File: config.mk
export PLATFORM = sky130hd
export DESIGN_NAME = decode_stage
export DESIGN_NICKNAME = d
export VERILOG_FILES = /design/src/hw/rv_isa_pkg.sv /design/src/hw/decode_pkg.sv /design/src/hw/decode_opcode.sv /design/src/hw/decode_fields.sv /design/src/hw/decode_credit_counter.sv /design/src/hw/decode_stage.sv
export VERILOG_INCLUDE_DIRS = /design/src /design/src/hw
export SDC_FILE = /design/constraint.sdc
export NUM_CORES = 1
export LEC_CHECK = 0
export BUFFER_PORTS_ARGS = -buffer_cell sky130_fd_sc_hd__buf_2
export CORE_AREA = 2 2 158 160
export CTS_BUF_LIST = sky130_fd_sc_hd__clkbuf_4
export DETAILED_ROUTE_END_ITERATION = 8
export DIE_AREA = 0 0 160 162
export SYNTH_ARGS = -nofsm -noshare
export SYNTH_HDL_FRONTEND = slang
export SYNTH_SLANG_ARGS = --single-unit
File: constraint.sdc
create_clock -name clk_i -period 7.6 [get_ports clk_i]
set_input_delay 1.14 -clock clk_i [delete_from_list [all_inputs] [get_ports clk_i]]
set_output_delay 1.14 -clock clk_i [all_outputs]
set_load 0.05 [all_outputs]
File: src/hw/decode_macros.svh
`ifndef DECODE_MACROS_SVH
`define DECODE_MACROS_SVH

// Architectural widths
`define XLEN 64
`define ILEN 32
`define REG_IDX_W 5

// Backend buffer slots on the decode link
`define DECODE_CREDITS 2

// Holds the full credit count
`define CREDIT_W ($clog2(`DECODE_CREDITS + 1))

`endif

File: src/hw/rv_isa_pkg.sv
`default_nettype none

`include "decode_macros.svh"

package rv_isa_pkg;

  typedef logic [`ILEN-1:0] instr_t;
  typedef logic [`REG_IDX_W-1:0] reg_idx_t;
  typedef logic [`XLEN-1:0] xlen_t;

  //////////////////////////////
  // Major opcodes
  //////////////////////////////

  typedef enum logic [6:0] {
    OPCODE_LOAD      = 7'b0000011,
    OPCODE_MISC_MEM  = 7'b0001111,
    OPCODE_OP_IMM    = 7'b0010011,
    OPCODE_AUIPC     = 7'b0010111,
    OPCODE_OP_IMM_32 = 7'b0011011,
    OPCODE_STORE     = 7'b0100011,
    OPCODE_OP        = 7'b0110011,
    OPCODE_LUI       = 7'b0110111,
    OPCODE_OP_32     = 7'b0111011,
    OPCODE_BRANCH    = 7'b1100011,
    OPCODE_JALR      = 7'b1100111,
    OPCODE_JAL       = 7'b1101111,
    OPCODE_SYSTEM    = 7'b1110011
  } opcode_e;

  //////////////////////////////
  // Privilege and traps
  //////////////////////////////

  typedef enum logic [1:0] {
    PRIV_LVL_U = 2'b00,
    PRIV_LVL_S = 2'b01,
    PRIV_LVL_M = 2'b11
  } priv_lvl_e;

  // ECALL causes sit at 8 + privilege level
  typedef enum logic [3:0] {
    EXC_CAUSE_ILLEGAL_INSN = 4'd2,
    EXC_CAUSE_BREAKPOINT   = 4'd3,
    EXC_CAUSE_ECALL_U      = 4'd8,
    EXC_CAUSE_ECALL_S      = 4'd9,
    EXC_CAUSE_ECALL_M      = 4'd11
  } exc_cause_e;

  typedef struct packed {
    exc_cause_e cause;
    xlen_t      tval;
  } exception_t;

endpackage

`default_nettype wire

File: src/hw/decode_pkg.sv
`default_nettype none

`include "decode_macros.svh"

package decode_pkg;

  typedef logic [1:0] mem_size_t;
  typedef logic [`CREDIT_W-1:0] credit_cnt_t;

  //////////////////////////////
  // Micro-op encodings
  //////////////////////////////

  typedef enum logic [2:0] {
    OP_ALU,
    OP_BRANCH,
    OP_JUMP,
    OP_MEM,
    OP_MUL,
    OP_DIV
  } op_type_e;

  typedef enum logic [2:0] {
    ALU_ADD,
    ALU_SUB,
    ALU_SCC,
    ALU_XOR,
    ALU_OR,
    ALU_AND,
    ALU_SHIFT
  } alu_op_e;

  typedef enum logic [1:0] {
    SHIFT_OP_SLL,
    SHIFT_OP_SRL,
    SHIFT_OP_SRA
  } shift_op_e;

  // Same encoding as branch funct3
  typedef enum logic [2:0] {
    CC_EQ  = 3'b000,
    CC_NE  = 3'b001,
    CC_LT  = 3'b100,
    CC_GE  = 3'b101,
    CC_LTU = 3'b110,
    CC_GEU = 3'b111
  } cond_e;

  typedef enum logic {
    MEM_LOAD,
    MEM_STORE
  } mem_op_e;

  typedef enum logic [1:0] {
    MUL_OP_MUL,
    MUL_OP_MULH,
    MUL_OP_MULHSU,
    MUL_OP_MULHU
  } mul_op_e;

  typedef enum logic [1:0] {
    DIV_OP_DIV,
    DIV_OP_DIVU,
    DIV_OP_REM,
    DIV_OP_REMU
  } div_op_e;

  //////////////////////////////
  // Bundles
  //////////////////////////////

  typedef struct packed {
    rv_isa_pkg::xlen_t      pc;
    rv_isa_pkg::instr_t     instr_word;
    logic                   ex_valid;
    rv_isa_pkg::exception_t exception;
  } fetched_instr_t;

  typedef struct packed {
    op_type_e  op_type;
    alu_op_e   alu_op;
    shift_op_e shift_op;
    cond_e     condition;
    mem_op_e   mem_op;
    mul_op_e   mul_op;
    div_op_e   div_op;
    mem_size_t size;
    logic      zeroext;
  } uop_ctrl_t;

  typedef struct packed {
    logic rd_en;
    logic rs1_en;
    logic rs2_en;
  } reg_use_t;

  typedef struct packed {
    logic adder_use_pc;
    logic adder_use_imm;
    logic use_imm;
  } operand_sel_t;

  typedef struct packed {
    rv_isa_pkg::xlen_t      pc;
    uop_ctrl_t              ctrl;
    rv_isa_pkg::reg_idx_t   rd;
    rv_isa_pkg::reg_idx_t   rs1;
    rv_isa_pkg::reg_idx_t   rs2;
    operand_sel_t           operand_sel;
    rv_isa_pkg::xlen_t      immediate;
    logic                   ex_valid;
    rv_isa_pkg::exception_t exception;
  } decoded_instr_t;

endpackage

`default_nettype wire

File: src/hw/decode_opcode.sv
`timescale 1ns/1ps
`default_nettype none

module decode_opcode (
  input  rv_isa_pkg::instr_t   instr_i,
  output decode_pkg::uop_ctrl_t ctrl_o,
  output decode_pkg::reg_use_t  reg_use_o,
  output logic                  illegal_o,
  output logic                  ecall_o,
  output logic                  ebreak_o
);

  logic [6:0] opcode;
  logic [2:0] funct3;
  logic [6:0] funct7;

  assign opcode = instr_i[6:0];
  assign funct3 = instr_i[14:12];
  assign funct7 = instr_i[31:25];

  always_comb begin
    ctrl_o = '0;
    ctrl_o.op_type = decode_pkg::OP_ALU;
    ctrl_o.alu_op = decode_pkg::ALU_ADD;
    ctrl_o.size = 2'b11;
    reg_use_o = '0;
    illegal_o = 1'b0;
    ecall_o = 1'b0;
    ebreak_o = 1'b0;

    unique case (opcode)
      //////////////////////////////
      // Control transfer
      //////////////////////////////
      rv_isa_pkg::OPCODE_JAL: begin
        ctrl_o.op_type = decode_pkg::OP_JUMP;
        reg_use_o.rd_en = 1'b1;
      end
      rv_isa_pkg::OPCODE_JALR: begin
        ctrl_o.op_type = decode_pkg::OP_JUMP;
        reg_use_o = '{rd_en: 1'b1, rs1_en: 1'b1, rs2_en: 1'b0};
        if (funct3 != 3'b000) illegal_o = 1'b1;
      end
      rv_isa_pkg::OPCODE_BRANCH: begin
        ctrl_o.op_type = decode_pkg::OP_BRANCH;
        ctrl_o.condition = decode_pkg::cond_e'(funct3);
        reg_use_o = '{rd_en: 1'b0, rs1_en: 1'b1, rs2_en: 1'b1};
        // 010 and 011 are unassigned
        if (funct3[2:1] == 2'b01) illegal_o = 1'b1;
      end

      //////////////////////////////
      // Memory
      //////////////////////////////
      rv_isa_pkg::OPCODE_LOAD: begin
        ctrl_o.op_type = decode_pkg::OP_MEM;
        ctrl_o.mem_op = decode_pkg::MEM_LOAD;
        ctrl_o.size = funct3[1:0];
        ctrl_o.zeroext = funct3[2];
        reg_use_o = '{rd_en: 1'b1, rs1_en: 1'b1, rs2_en: 1'b0};
        // No LDU on RV64
        if (funct3 == 3'b111) illegal_o = 1'b1;
      end
      rv_isa_pkg::OPCODE_STORE: begin
        ctrl_o.op_type = decode_pkg::OP_MEM;
        ctrl_o.mem_op = decode_pkg::MEM_STORE;
        ctrl_o.size = funct3[1:0];
        reg_use_o = '{rd_en: 1'b0, rs1_en: 1'b1, rs2_en: 1'b1};
        if (funct3[2]) illegal_o = 1'b1;
      end

      //////////////////////////////
      // Integer ALU
      //////////////////////////////
      rv_isa_pkg::OPCODE_LUI, rv_isa_pkg::OPCODE_AUIPC: begin
        reg_use_o.rd_en = 1'b1;
      end
      rv_isa_pkg::OPCODE_OP_IMM: begin
        reg_use_o = '{rd_en: 1'b1, rs1_en: 1'b1, rs2_en: 1'b0};
        unique case (funct3)
          3'b000: ctrl_o.alu_op = decode_pkg::ALU_ADD;
          3'b010: begin
            ctrl_o.alu_op = decode_pkg::ALU_SCC;
            ctrl_o.condition = decode_pkg::CC_LT;
          end
          3'b011: begin
            ctrl_o.alu_op = decode_pkg::ALU_SCC;
            ctrl_o.condition = decode_pkg::CC_LTU;
          end
          3'b100: ctrl_o.alu_op = decode_pkg::ALU_XOR;
          3'b110: ctrl_o.alu_op = decode_pkg::ALU_OR;
          3'b111: ctrl_o.alu_op = decode_pkg::ALU_AND;
          3'b001: begin
            ctrl_o.alu_op = decode_pkg::ALU_SHIFT;
            ctrl_o.shift_op = decode_pkg::SHIFT_OP_SLL;
            // 6-bit shamt, funct7[0] is shamt[5]
            if (funct7[6:1] != 6'b0) illegal_o = 1'b1;
          end
          default: begin
            ctrl_o.alu_op = decode_pkg::ALU_SHIFT;
            if (funct7[6:1] == 6'b000000) ctrl_o.shift_op = decode_pkg::SHIFT_OP_SRL;
            else if (funct7[6:1] == 6'b010000) ctrl_o.shift_op = decode_pkg::SHIFT_OP_SRA;
            else illegal_o = 1'b1;
          end
        endcase
      end
      rv_isa_pkg::OPCODE_OP_IMM_32: begin
        ctrl_o.size = 2'b10;
        reg_use_o = '{rd_en: 1'b1, rs1_en: 1'b1, rs2_en: 1'b0};
        unique case (funct3)
          3'b000: ctrl_o.alu_op = decode_pkg::ALU_ADD;
          3'b001: begin
            ctrl_o.alu_op = decode_pkg::ALU_SHIFT;
            ctrl_o.shift_op = decode_pkg::SHIFT_OP_SLL;
            if (funct7 != 7'b0) illegal_o = 1'b1;
          end
          3'b101: begin
            ctrl_o.alu_op = decode_pkg::ALU_SHIFT;
            if (funct7 == 7'b0000000) ctrl_o.shift_op = decode_pkg::SHIFT_OP_SRL;
            else if (funct7 == 7'b0100000) ctrl_o.shift_op = decode_pkg::SHIFT_OP_SRA;
            else illegal_o = 1'b1;
          end
          default: illegal_o = 1'b1;
        endcase
      end
      rv_isa_pkg::OPCODE_OP, rv_isa_pkg::OPCODE_OP_32: begin
        reg_use_o = '{rd_en: 1'b1, rs1_en: 1'b1, rs2_en: 1'b1};
        if (opcode == rv_isa_pkg::OPCODE_OP_32) ctrl_o.size = 2'b10;
        unique casez ({funct7, funct3})
          {7'b0000001, 3'b0??}: begin
            ctrl_o.op_type = decode_pkg::OP_MUL;
            ctrl_o.mul_op = decode_pkg::mul_op_e'(funct3[1:0]);
            // Only MULW exists among the word multiplies
            if (opcode == rv_isa_pkg::OPCODE_OP_32 && funct3 != 3'b000) illegal_o = 1'b1;
          end
          {7'b0000001, 3'b1??}: begin
            ctrl_o.op_type = decode_pkg::OP_DIV;
            ctrl_o.div_op = decode_pkg::div_op_e'(funct3[1:0]);
          end
          {7'b0000000, 3'b000}: ctrl_o.alu_op = decode_pkg::ALU_ADD;
          {7'b0100000, 3'b000}: ctrl_o.alu_op = decode_pkg::ALU_SUB;
          {7'b0000000, 3'b001}: begin
            ctrl_o.alu_op = decode_pkg::ALU_SHIFT;
            ctrl_o.shift_op = decode_pkg::SHIFT_OP_SLL;
          end
          {7'b0000000, 3'b101}: begin
            ctrl_o.alu_op = decode_pkg::ALU_SHIFT;
            ctrl_o.shift_op = decode_pkg::SHIFT_OP_SRL;
          end
          {7'b0100000, 3'b101}: begin
            ctrl_o.alu_op = decode_pkg::ALU_SHIFT;
            ctrl_o.shift_op = decode_pkg::SHIFT_OP_SRA;
          end
          {7'b0000000, 3'b010}: begin
            ctrl_o.alu_op = decode_pkg::ALU_SCC;
            ctrl_o.condition = decode_pkg::CC_LT;
            if (opcode == rv_isa_pkg::OPCODE_OP_32) illegal_o = 1'b1;
          end
          {7'b0000000, 3'b011}: begin
            ctrl_o.alu_op = decode_pkg::ALU_SCC;
            ctrl_o.condition = decode_pkg::CC_LTU;
            if (opcode == rv_isa_pkg::OPCODE_OP_32) illegal_o = 1'b1;
          end
          {7'b0000000, 3'b100}, {7'b0000000, 3'b110}, {7'b0000000, 3'b111}: begin
            if (funct3[1]) ctrl_o.alu_op = funct3[0] ? decode_pkg::ALU_AND : decode_pkg::ALU_OR;
            else ctrl_o.alu_op = decode_pkg::ALU_XOR;
            if (opcode == rv_isa_pkg::OPCODE_OP_32) illegal_o = 1'b1;
          end
          default: illegal_o = 1'b1;
        endcase
      end

      //////////////////////////////
      // Fence and system
      //////////////////////////////
      rv_isa_pkg::OPCODE_MISC_MEM: begin
        // FENCE retires as a plain no-op
        if (funct3 != 3'b000) illegal_o = 1'b1;
      end
      rv_isa_pkg::OPCODE_SYSTEM: begin
        if (instr_i[31:7] == 25'h0) ecall_o = 1'b1;
        else if (instr_i[31:7] == 25'h0002000) ebreak_o = 1'b1;
        else illegal_o = 1'b1;
      end
      default: illegal_o = 1'b1;
    endcase
  end

endmodule

`default_nettype wire

File: src/hw/decode_fields.sv
`timescale 1ns/1ps
`default_nettype none

`include "decode_macros.svh"

module decode_fields (
  input  rv_isa_pkg::instr_t        instr_i,
  input  decode_pkg::reg_use_t      reg_use_i,
  output rv_isa_pkg::reg_idx_t      rd_o,
  output rv_isa_pkg::reg_idx_t      rs1_o,
  output rv_isa_pkg::reg_idx_t      rs2_o,
  output rv_isa_pkg::xlen_t         immediate_o,
  output decode_pkg::operand_sel_t  operand_sel_o
);

  logic [6:0] opcode;
  rv_isa_pkg::xlen_t i_imm;
  rv_isa_pkg::xlen_t s_imm;
  rv_isa_pkg::xlen_t b_imm;
  rv_isa_pkg::xlen_t u_imm;
  rv_isa_pkg::xlen_t j_imm;

  assign opcode = instr_i[6:0];

  //////////////////////////////
  // Immediate formats
  //////////////////////////////

  assign i_imm = {{(`XLEN-12){instr_i[31]}}, instr_i[31:20]};
  assign s_imm = {{(`XLEN-12){instr_i[31]}}, instr_i[31:25], instr_i[11:7]};
  assign b_imm = {{(`XLEN-12){instr_i[31]}}, instr_i[7], instr_i[30:25], instr_i[11:8], 1'b0};
  assign u_imm = {{(`XLEN-32){instr_i[31]}}, instr_i[31:12], 12'b0};
  assign j_imm = {{(`XLEN-20){instr_i[31]}}, instr_i[19:12], instr_i[20], instr_i[30:21], 1'b0};

  always_comb begin
    immediate_o = '0;
    operand_sel_o = '0;
    unique case (opcode)
      rv_isa_pkg::OPCODE_LOAD, rv_isa_pkg::OPCODE_JALR: begin
        immediate_o = i_imm;
        operand_sel_o.adder_use_imm = 1'b1;
      end
      rv_isa_pkg::OPCODE_OP_IMM, rv_isa_pkg::OPCODE_OP_IMM_32: begin
        immediate_o = i_imm;
        operand_sel_o = '{adder_use_pc: 1'b0, adder_use_imm: 1'b1, use_imm: 1'b1};
      end
      rv_isa_pkg::OPCODE_STORE: begin
        immediate_o = s_imm;
        operand_sel_o.adder_use_imm = 1'b1;
      end
      // rs1 is zeroed for LUI so the adder yields the bare immediate
      rv_isa_pkg::OPCODE_LUI: begin
        immediate_o = u_imm;
        operand_sel_o.adder_use_imm = 1'b1;
      end
      rv_isa_pkg::OPCODE_AUIPC: begin
        immediate_o = u_imm;
        operand_sel_o = '{adder_use_pc: 1'b1, adder_use_imm: 1'b1, use_imm: 1'b0};
      end
      rv_isa_pkg::OPCODE_BRANCH: begin
        immediate_o = b_imm;
        operand_sel_o = '{adder_use_pc: 1'b1, adder_use_imm: 1'b1, use_imm: 1'b0};
      end
      rv_isa_pkg::OPCODE_JAL: begin
        immediate_o = j_imm;
        operand_sel_o = '{adder_use_pc: 1'b1, adder_use_imm: 1'b1, use_imm: 1'b0};
      end
      default: ;
    endcase
  end

  // Unused indices read as x0
  assign rd_o  = reg_use_i.rd_en  ? instr_i[11:7]  : '0;
  assign rs1_o = reg_use_i.rs1_en ? instr_i[19:15] : '0;
  assign rs2_o = reg_use_i.rs2_en ? instr_i[24:20] : '0;

endmodule

`default_nettype wire

File: src/hw/decode_credit_counter.sv
`timescale 1ns/1ps
`default_nettype none

`include "decode_macros.svh"

module decode_credit_counter #(
  parameter int CREDITS = `DECODE_CREDITS
) (
  input  logic clk_i,
  input  logic rst_i,
  input  logic take_i,
  input  logic return_i,
  output logic ready_o
);

  // Free slots in the backend buffer
  decode_pkg::credit_cnt_t count_q;

  always_ff @(posedge clk_i) begin
    if (rst_i) begin
      count_q <= decode_pkg::credit_cnt_t'(CREDITS);
    end else begin
      unique case ({take_i, return_i})
        2'b10: count_q <= count_q - 1'b1;
        2'b01: count_q <= count_q + 1'b1;
        default: ;
      endcase
    end
  end

  assign ready_o = (count_q != '0);

endmodule

`default_nettype wire

File: src/hw/decode_stage.sv
`timescale 1ns/1ps
`default_nettype none

`include "decode_macros.svh"

module decode_stage #(
  parameter int CREDITS = `DECODE_CREDITS
) (
  input  logic                       clk_i,
  input  logic                       rst_i,
  input  rv_isa_pkg::priv_lvl_e      prv_i,
  input  logic                       valid_i,
  input  decode_pkg::fetched_instr_t fetched_i,
  output logic                       ready_o,
  output logic                       valid_o,
  output decode_pkg::decoded_instr_t decoded_o,
  input  logic                       credit_return_i
);

  logic accept;
  logic illegal;
  logic ecall;
  logic ebreak;
  decode_pkg::reg_use_t reg_use;
  decode_pkg::decoded_instr_t decoded_d;

  assign accept = valid_i & ready_o;

  decode_opcode decode_opcode_i (
    .instr_i   (fetched_i.instr_word),
    .ctrl_o    (decoded_d.ctrl),
    .reg_use_o (reg_use),
    .illegal_o (illegal),
    .ecall_o   (ecall),
    .ebreak_o  (ebreak)
  );

  decode_fields decode_fields_i (
    .instr_i       (fetched_i.instr_word),
    .reg_use_i     (reg_use),
    .rd_o          (decoded_d.rd),
    .rs1_o         (decoded_d.rs1),
    .rs2_o         (decoded_d.rs2),
    .immediate_o   (decoded_d.immediate),
    .operand_sel_o (decoded_d.operand_sel)
  );

  decode_credit_counter #(
    .CREDITS (CREDITS)
  ) decode_credit_counter_i (
    .clk_i    (clk_i),
    .rst_i    (rst_i),
    .take_i   (accept),
    .return_i (credit_return_i),
    .ready_o  (ready_o)
  );

  //////////////////////////////
  // Exception priority
  //////////////////////////////

  assign decoded_d.pc = fetched_i.pc;
  assign decoded_d.ex_valid = fetched_i.ex_valid | illegal | ecall | ebreak;

  always_comb begin
    decoded_d.exception = '0;
    if (fetched_i.ex_valid) begin
      decoded_d.exception = fetched_i.exception;
    end else if (illegal) begin
      decoded_d.exception.cause = rv_isa_pkg::EXC_CAUSE_ILLEGAL_INSN;
      decoded_d.exception.tval = rv_isa_pkg::xlen_t'(fetched_i.instr_word);
    end else if (ecall) begin
      // 8 + privilege level
      decoded_d.exception.cause = rv_isa_pkg::exc_cause_e'({2'b10, prv_i});
    end else if (ebreak) begin
      decoded_d.exception.cause = rv_isa_pkg::EXC_CAUSE_BREAKPOINT;
    end
  end

  // Output register, one cycle after accept
  always_ff @(posedge clk_i) begin
    if (rst_i) valid_o <= 1'b0;
    else valid_o <= accept;
  end

  always_ff @(posedge clk_i) begin
    if (accept) decoded_o <= decoded_d;
  end

endmodule

`default_nettype wire

==> results.json <==
{
  "clock_skew_ns": 0.0651,
  "hp-class": "reg2reg",
  "rsz0062_at_grt": "false",
  "setup_violations": 0,
  "cts_hold_buf": 0,
  "wl_um": 27500,
  "leakage_nw": 5.04,
  "cts_root_buf": "clkbuf_4",
  "io_pins": 407,
  "cp_max_fo": 32,
  "ys_warn_count": 0,
  "maxSlewHeadroom": 0.184,
  "synthArstFlopShare": 0,
  "cts-buffers-inserted": 56,
  "max_slew.worst_pin.slew_ns": 1.22,
  "synth-edff-count": 202,
  "routed_via_density": 4.77,
  "clk_pin_slew_worst_paths_ns": 0.07,
  "use_met2": 0.370,
  "whs_endpoint": "decode_credit_counter_i.count_q[0]$_SDFFE_PP0P_",
  "drive_gt1_frac": 0.501,
  "ys_seq_area_frac": 0.715,
  "hold_viol": 0,
  "reg2reg_from": "decode_credit_counter_i.count_q[0]$_SDFFE_PP0P_",
  "clockBufferDepth": 3,
  "track_usage": 0.204,
  "num_rows": 57,
  "r2r_cells": 4,
  "start_util": 0.356,
  "gp_congestion": 0.892,
  "finalNetCount": 1147,
  "dieHeight_um": 162,
  "switching_share": 0.369,
  "cp_slowest_stage_delay_ns": 0.92,
  "overflow": 0,
  "fin_util": 0.472,
  "intPower_w": 0.00209,
  "slew_violations": 0,
  "power_switching_w": 0.00122,
  "cts_setup_buffers": 0,
  "r2r_slack_ns": 4.95,
  "max_freq_ghz": 0.285,
  "syn-cell-area_sq_mm": 0.00857,
  "clock_latency_ns": 0.68,
  "critical_path_class": "in2reg",
  "htreeDepth": 2,
  "cp-end-kind": "flip-flop",
  "layout_min_cycle_time_ns": 3.51,
  "yosysUniqueCellTypes": 53,
  "cellPowerDensity_mw_per_mm2": 292,
  "syn_nets": 750,
  "io_buffers": 406,
  "dr.pass1.iters": 5,
  "final_cell_mix": "buf_2, edfxtp_1, clkbuf_4",
  "clock_power_share": 0.295,
  "ir_worst_vdd_mv": 0.125,
  "cts_tree": "yes",
  "r2r_end": "decoded_o[93]$_DFFE_PP_",
  "final_common_cell": "buf_2",
  "grt_pass1_vias": 6352,
  "die_area_sq_mm": 0.0259,
  "fp.dieW_um": 160,
  "fin_setup_tns_ns": 0,
  "vias": 6421,
  "min_from": "decode_credit_counter_i.count_q[0]$_SDFFE_PP0P_",
  "grtUsageMet3": 0.0608,
  "busiest_layer": "met2",
  "grt_pass1_wl_um": 39400,
  "cp_slowest_cell": "nand2_1",
  "synth_area_per_cell_sq_um": 14.8,
  "synth_seq_cells": 205,
  "area_growth_pct": 32.6,
  "grt_antenna_before_repair": 6,
  "wl_per_cell_um": 20.4,
  "start_kind": "primary input",
  "drt_iter0_drc": 461,
  "layout_worst_path_cycle_share": 0.462,
  "cts-resized-gates": 0,
  "maxCapViolCount": 0,
  "synthFlopType": "edfxtp_1",
  "cp_data_required_time_ns": 7.94,
  "detail-route-antenna-nets": 0,
  "remaining_drc_errors": 0,
  "hold-worst-slack_ns": 0.566,
  "core_sq_mm": 0.0241,
  "grt_max_degree": 118,
  "finalPower_w": 0.00332,
  "clock_sinks": 205,
  "fillCellCount": 2270,
  "whs_path_depth": 2,
  "p_seq_frac": 0.437,
  "synthCells": 578,
  "hpwl_um": 19800,
  "p_comb_frac": 0.268,
  "worstPathArrival_ns": 3.85,
  "status": "complete, no violations",
  "use_met1": 0.228,
  "worstPathCellList": "buf_2 -> nor4_2 -> nand2b_1 -> or4_1 -> nand2_1 -> a31oi_1"
}
## cells by family after synthesis
family,synth area share
AO/OA/AOI/OAI,0.0804
XOR/XNOR,0.00307
adder cells (fa/ha/maj),0.00263
buffers and inverters,0.0512
flip-flops,0.715
multiplexers,0.0385
AND/OR/NAND/NOR,0.110
## flip-flops by register name, indices dropped and copies added, names as in the netlist
name                             cells
decode_credit_counter_i.count_q      2
valid_o                              1
decoded_o                          202
## final cells by class
cell class	instances	area [sq um]	area share
tap	324	405	0.0357
inverter	6	30.0	0.00264
clock inverter	20	110	0.00969
antenna	6	15.0	0.00132
clock buffer	80	601	0.0528
timing repair buffer	410	2060	0.182
sequential	205	6130	0.539
multi-input combinational	296	2010	0.177
## synth_stat cells, drive strengths merged (7+ instances only)
cell | instances | share of area
nand2 | 20 | 0.0088
nor4 | 10 | 0.0080
o21ai | 14 | 0.0082
a31oi | 35 | 0.026
and2 | 56 | 0.041
nand2b | 7 | 0.0051
buf | 38 | 0.034
mux2i | 33 | 0.039
a21o | 21 | 0.018
nor3 | 11 | 0.0064
clkbuf | 33 | 0.014
or3 | 7 | 0.0051
nor2 | 12 | 0.0053
edfxtp | 202 | 0.71
## worst max-delay path: cells and delay by family
kind	cells	cell delay [ns]
and+or+nand+nor	4	2.33
AOI/OAI and AO/OA	1	0.23
buffers and inverters	1	0.14
## worst max-delay path by stage
stage               cells after the start          start  slack, ns                 endpoint
floorplan                               2        valid_i       1.92   decoded_o[0]$_DFFE_PP_
global placement                        6  fetched_i[98]       3.58  decoded_o[18]$_DFFE_PP_
detailed placement                      6  fetched_i[98]       3.41  decoded_o[15]$_DFFE_PP_
CTS                                     6  fetched_i[98]       4.13   decoded_o[6]$_DFFE_PP_
global route                            6  fetched_i[98]       4.01  decoded_o[10]$_DFFE_PP_
finish                                  6  fetched_i[98]       4.09   decoded_o[6]$_DFFE_PP_
## power by group through the flow
stage,Sequential (W),Clock [W],Combinational [W]
after floorplan,0.00194,0,0.000235
after global placement,0.00147,0,0.000891
after detailed placement,0.00147,0,0.000895
after CTS,0.00145,0.00102,0.000896
after global routing,0.00146,0.00107,0.000924
final,0.00145,0.000980,0.000888
## per-layer routing
| layer | vias up | wire [um] |
|---|---|---|
| li1 | 3002 | - |
| met1 | 3057 | 10200 |
| met2 | 313 | 14600 |
| met3 | 49 | 2090 |
| met4 | 0 | 719 |
| met5 | - | 0 |
## metrics by stage
step	area [sq um]	setup slack [ns]	instances
finish	11400	4.09	1347
detailed placement	10600	3.41	1241
global placement	10600	3.58	1241
floorplan	8570	1.92	578
CTS	11400	4.13	1341
global route	11400	4.01	1347
Power figures use the tool's default switching activity.
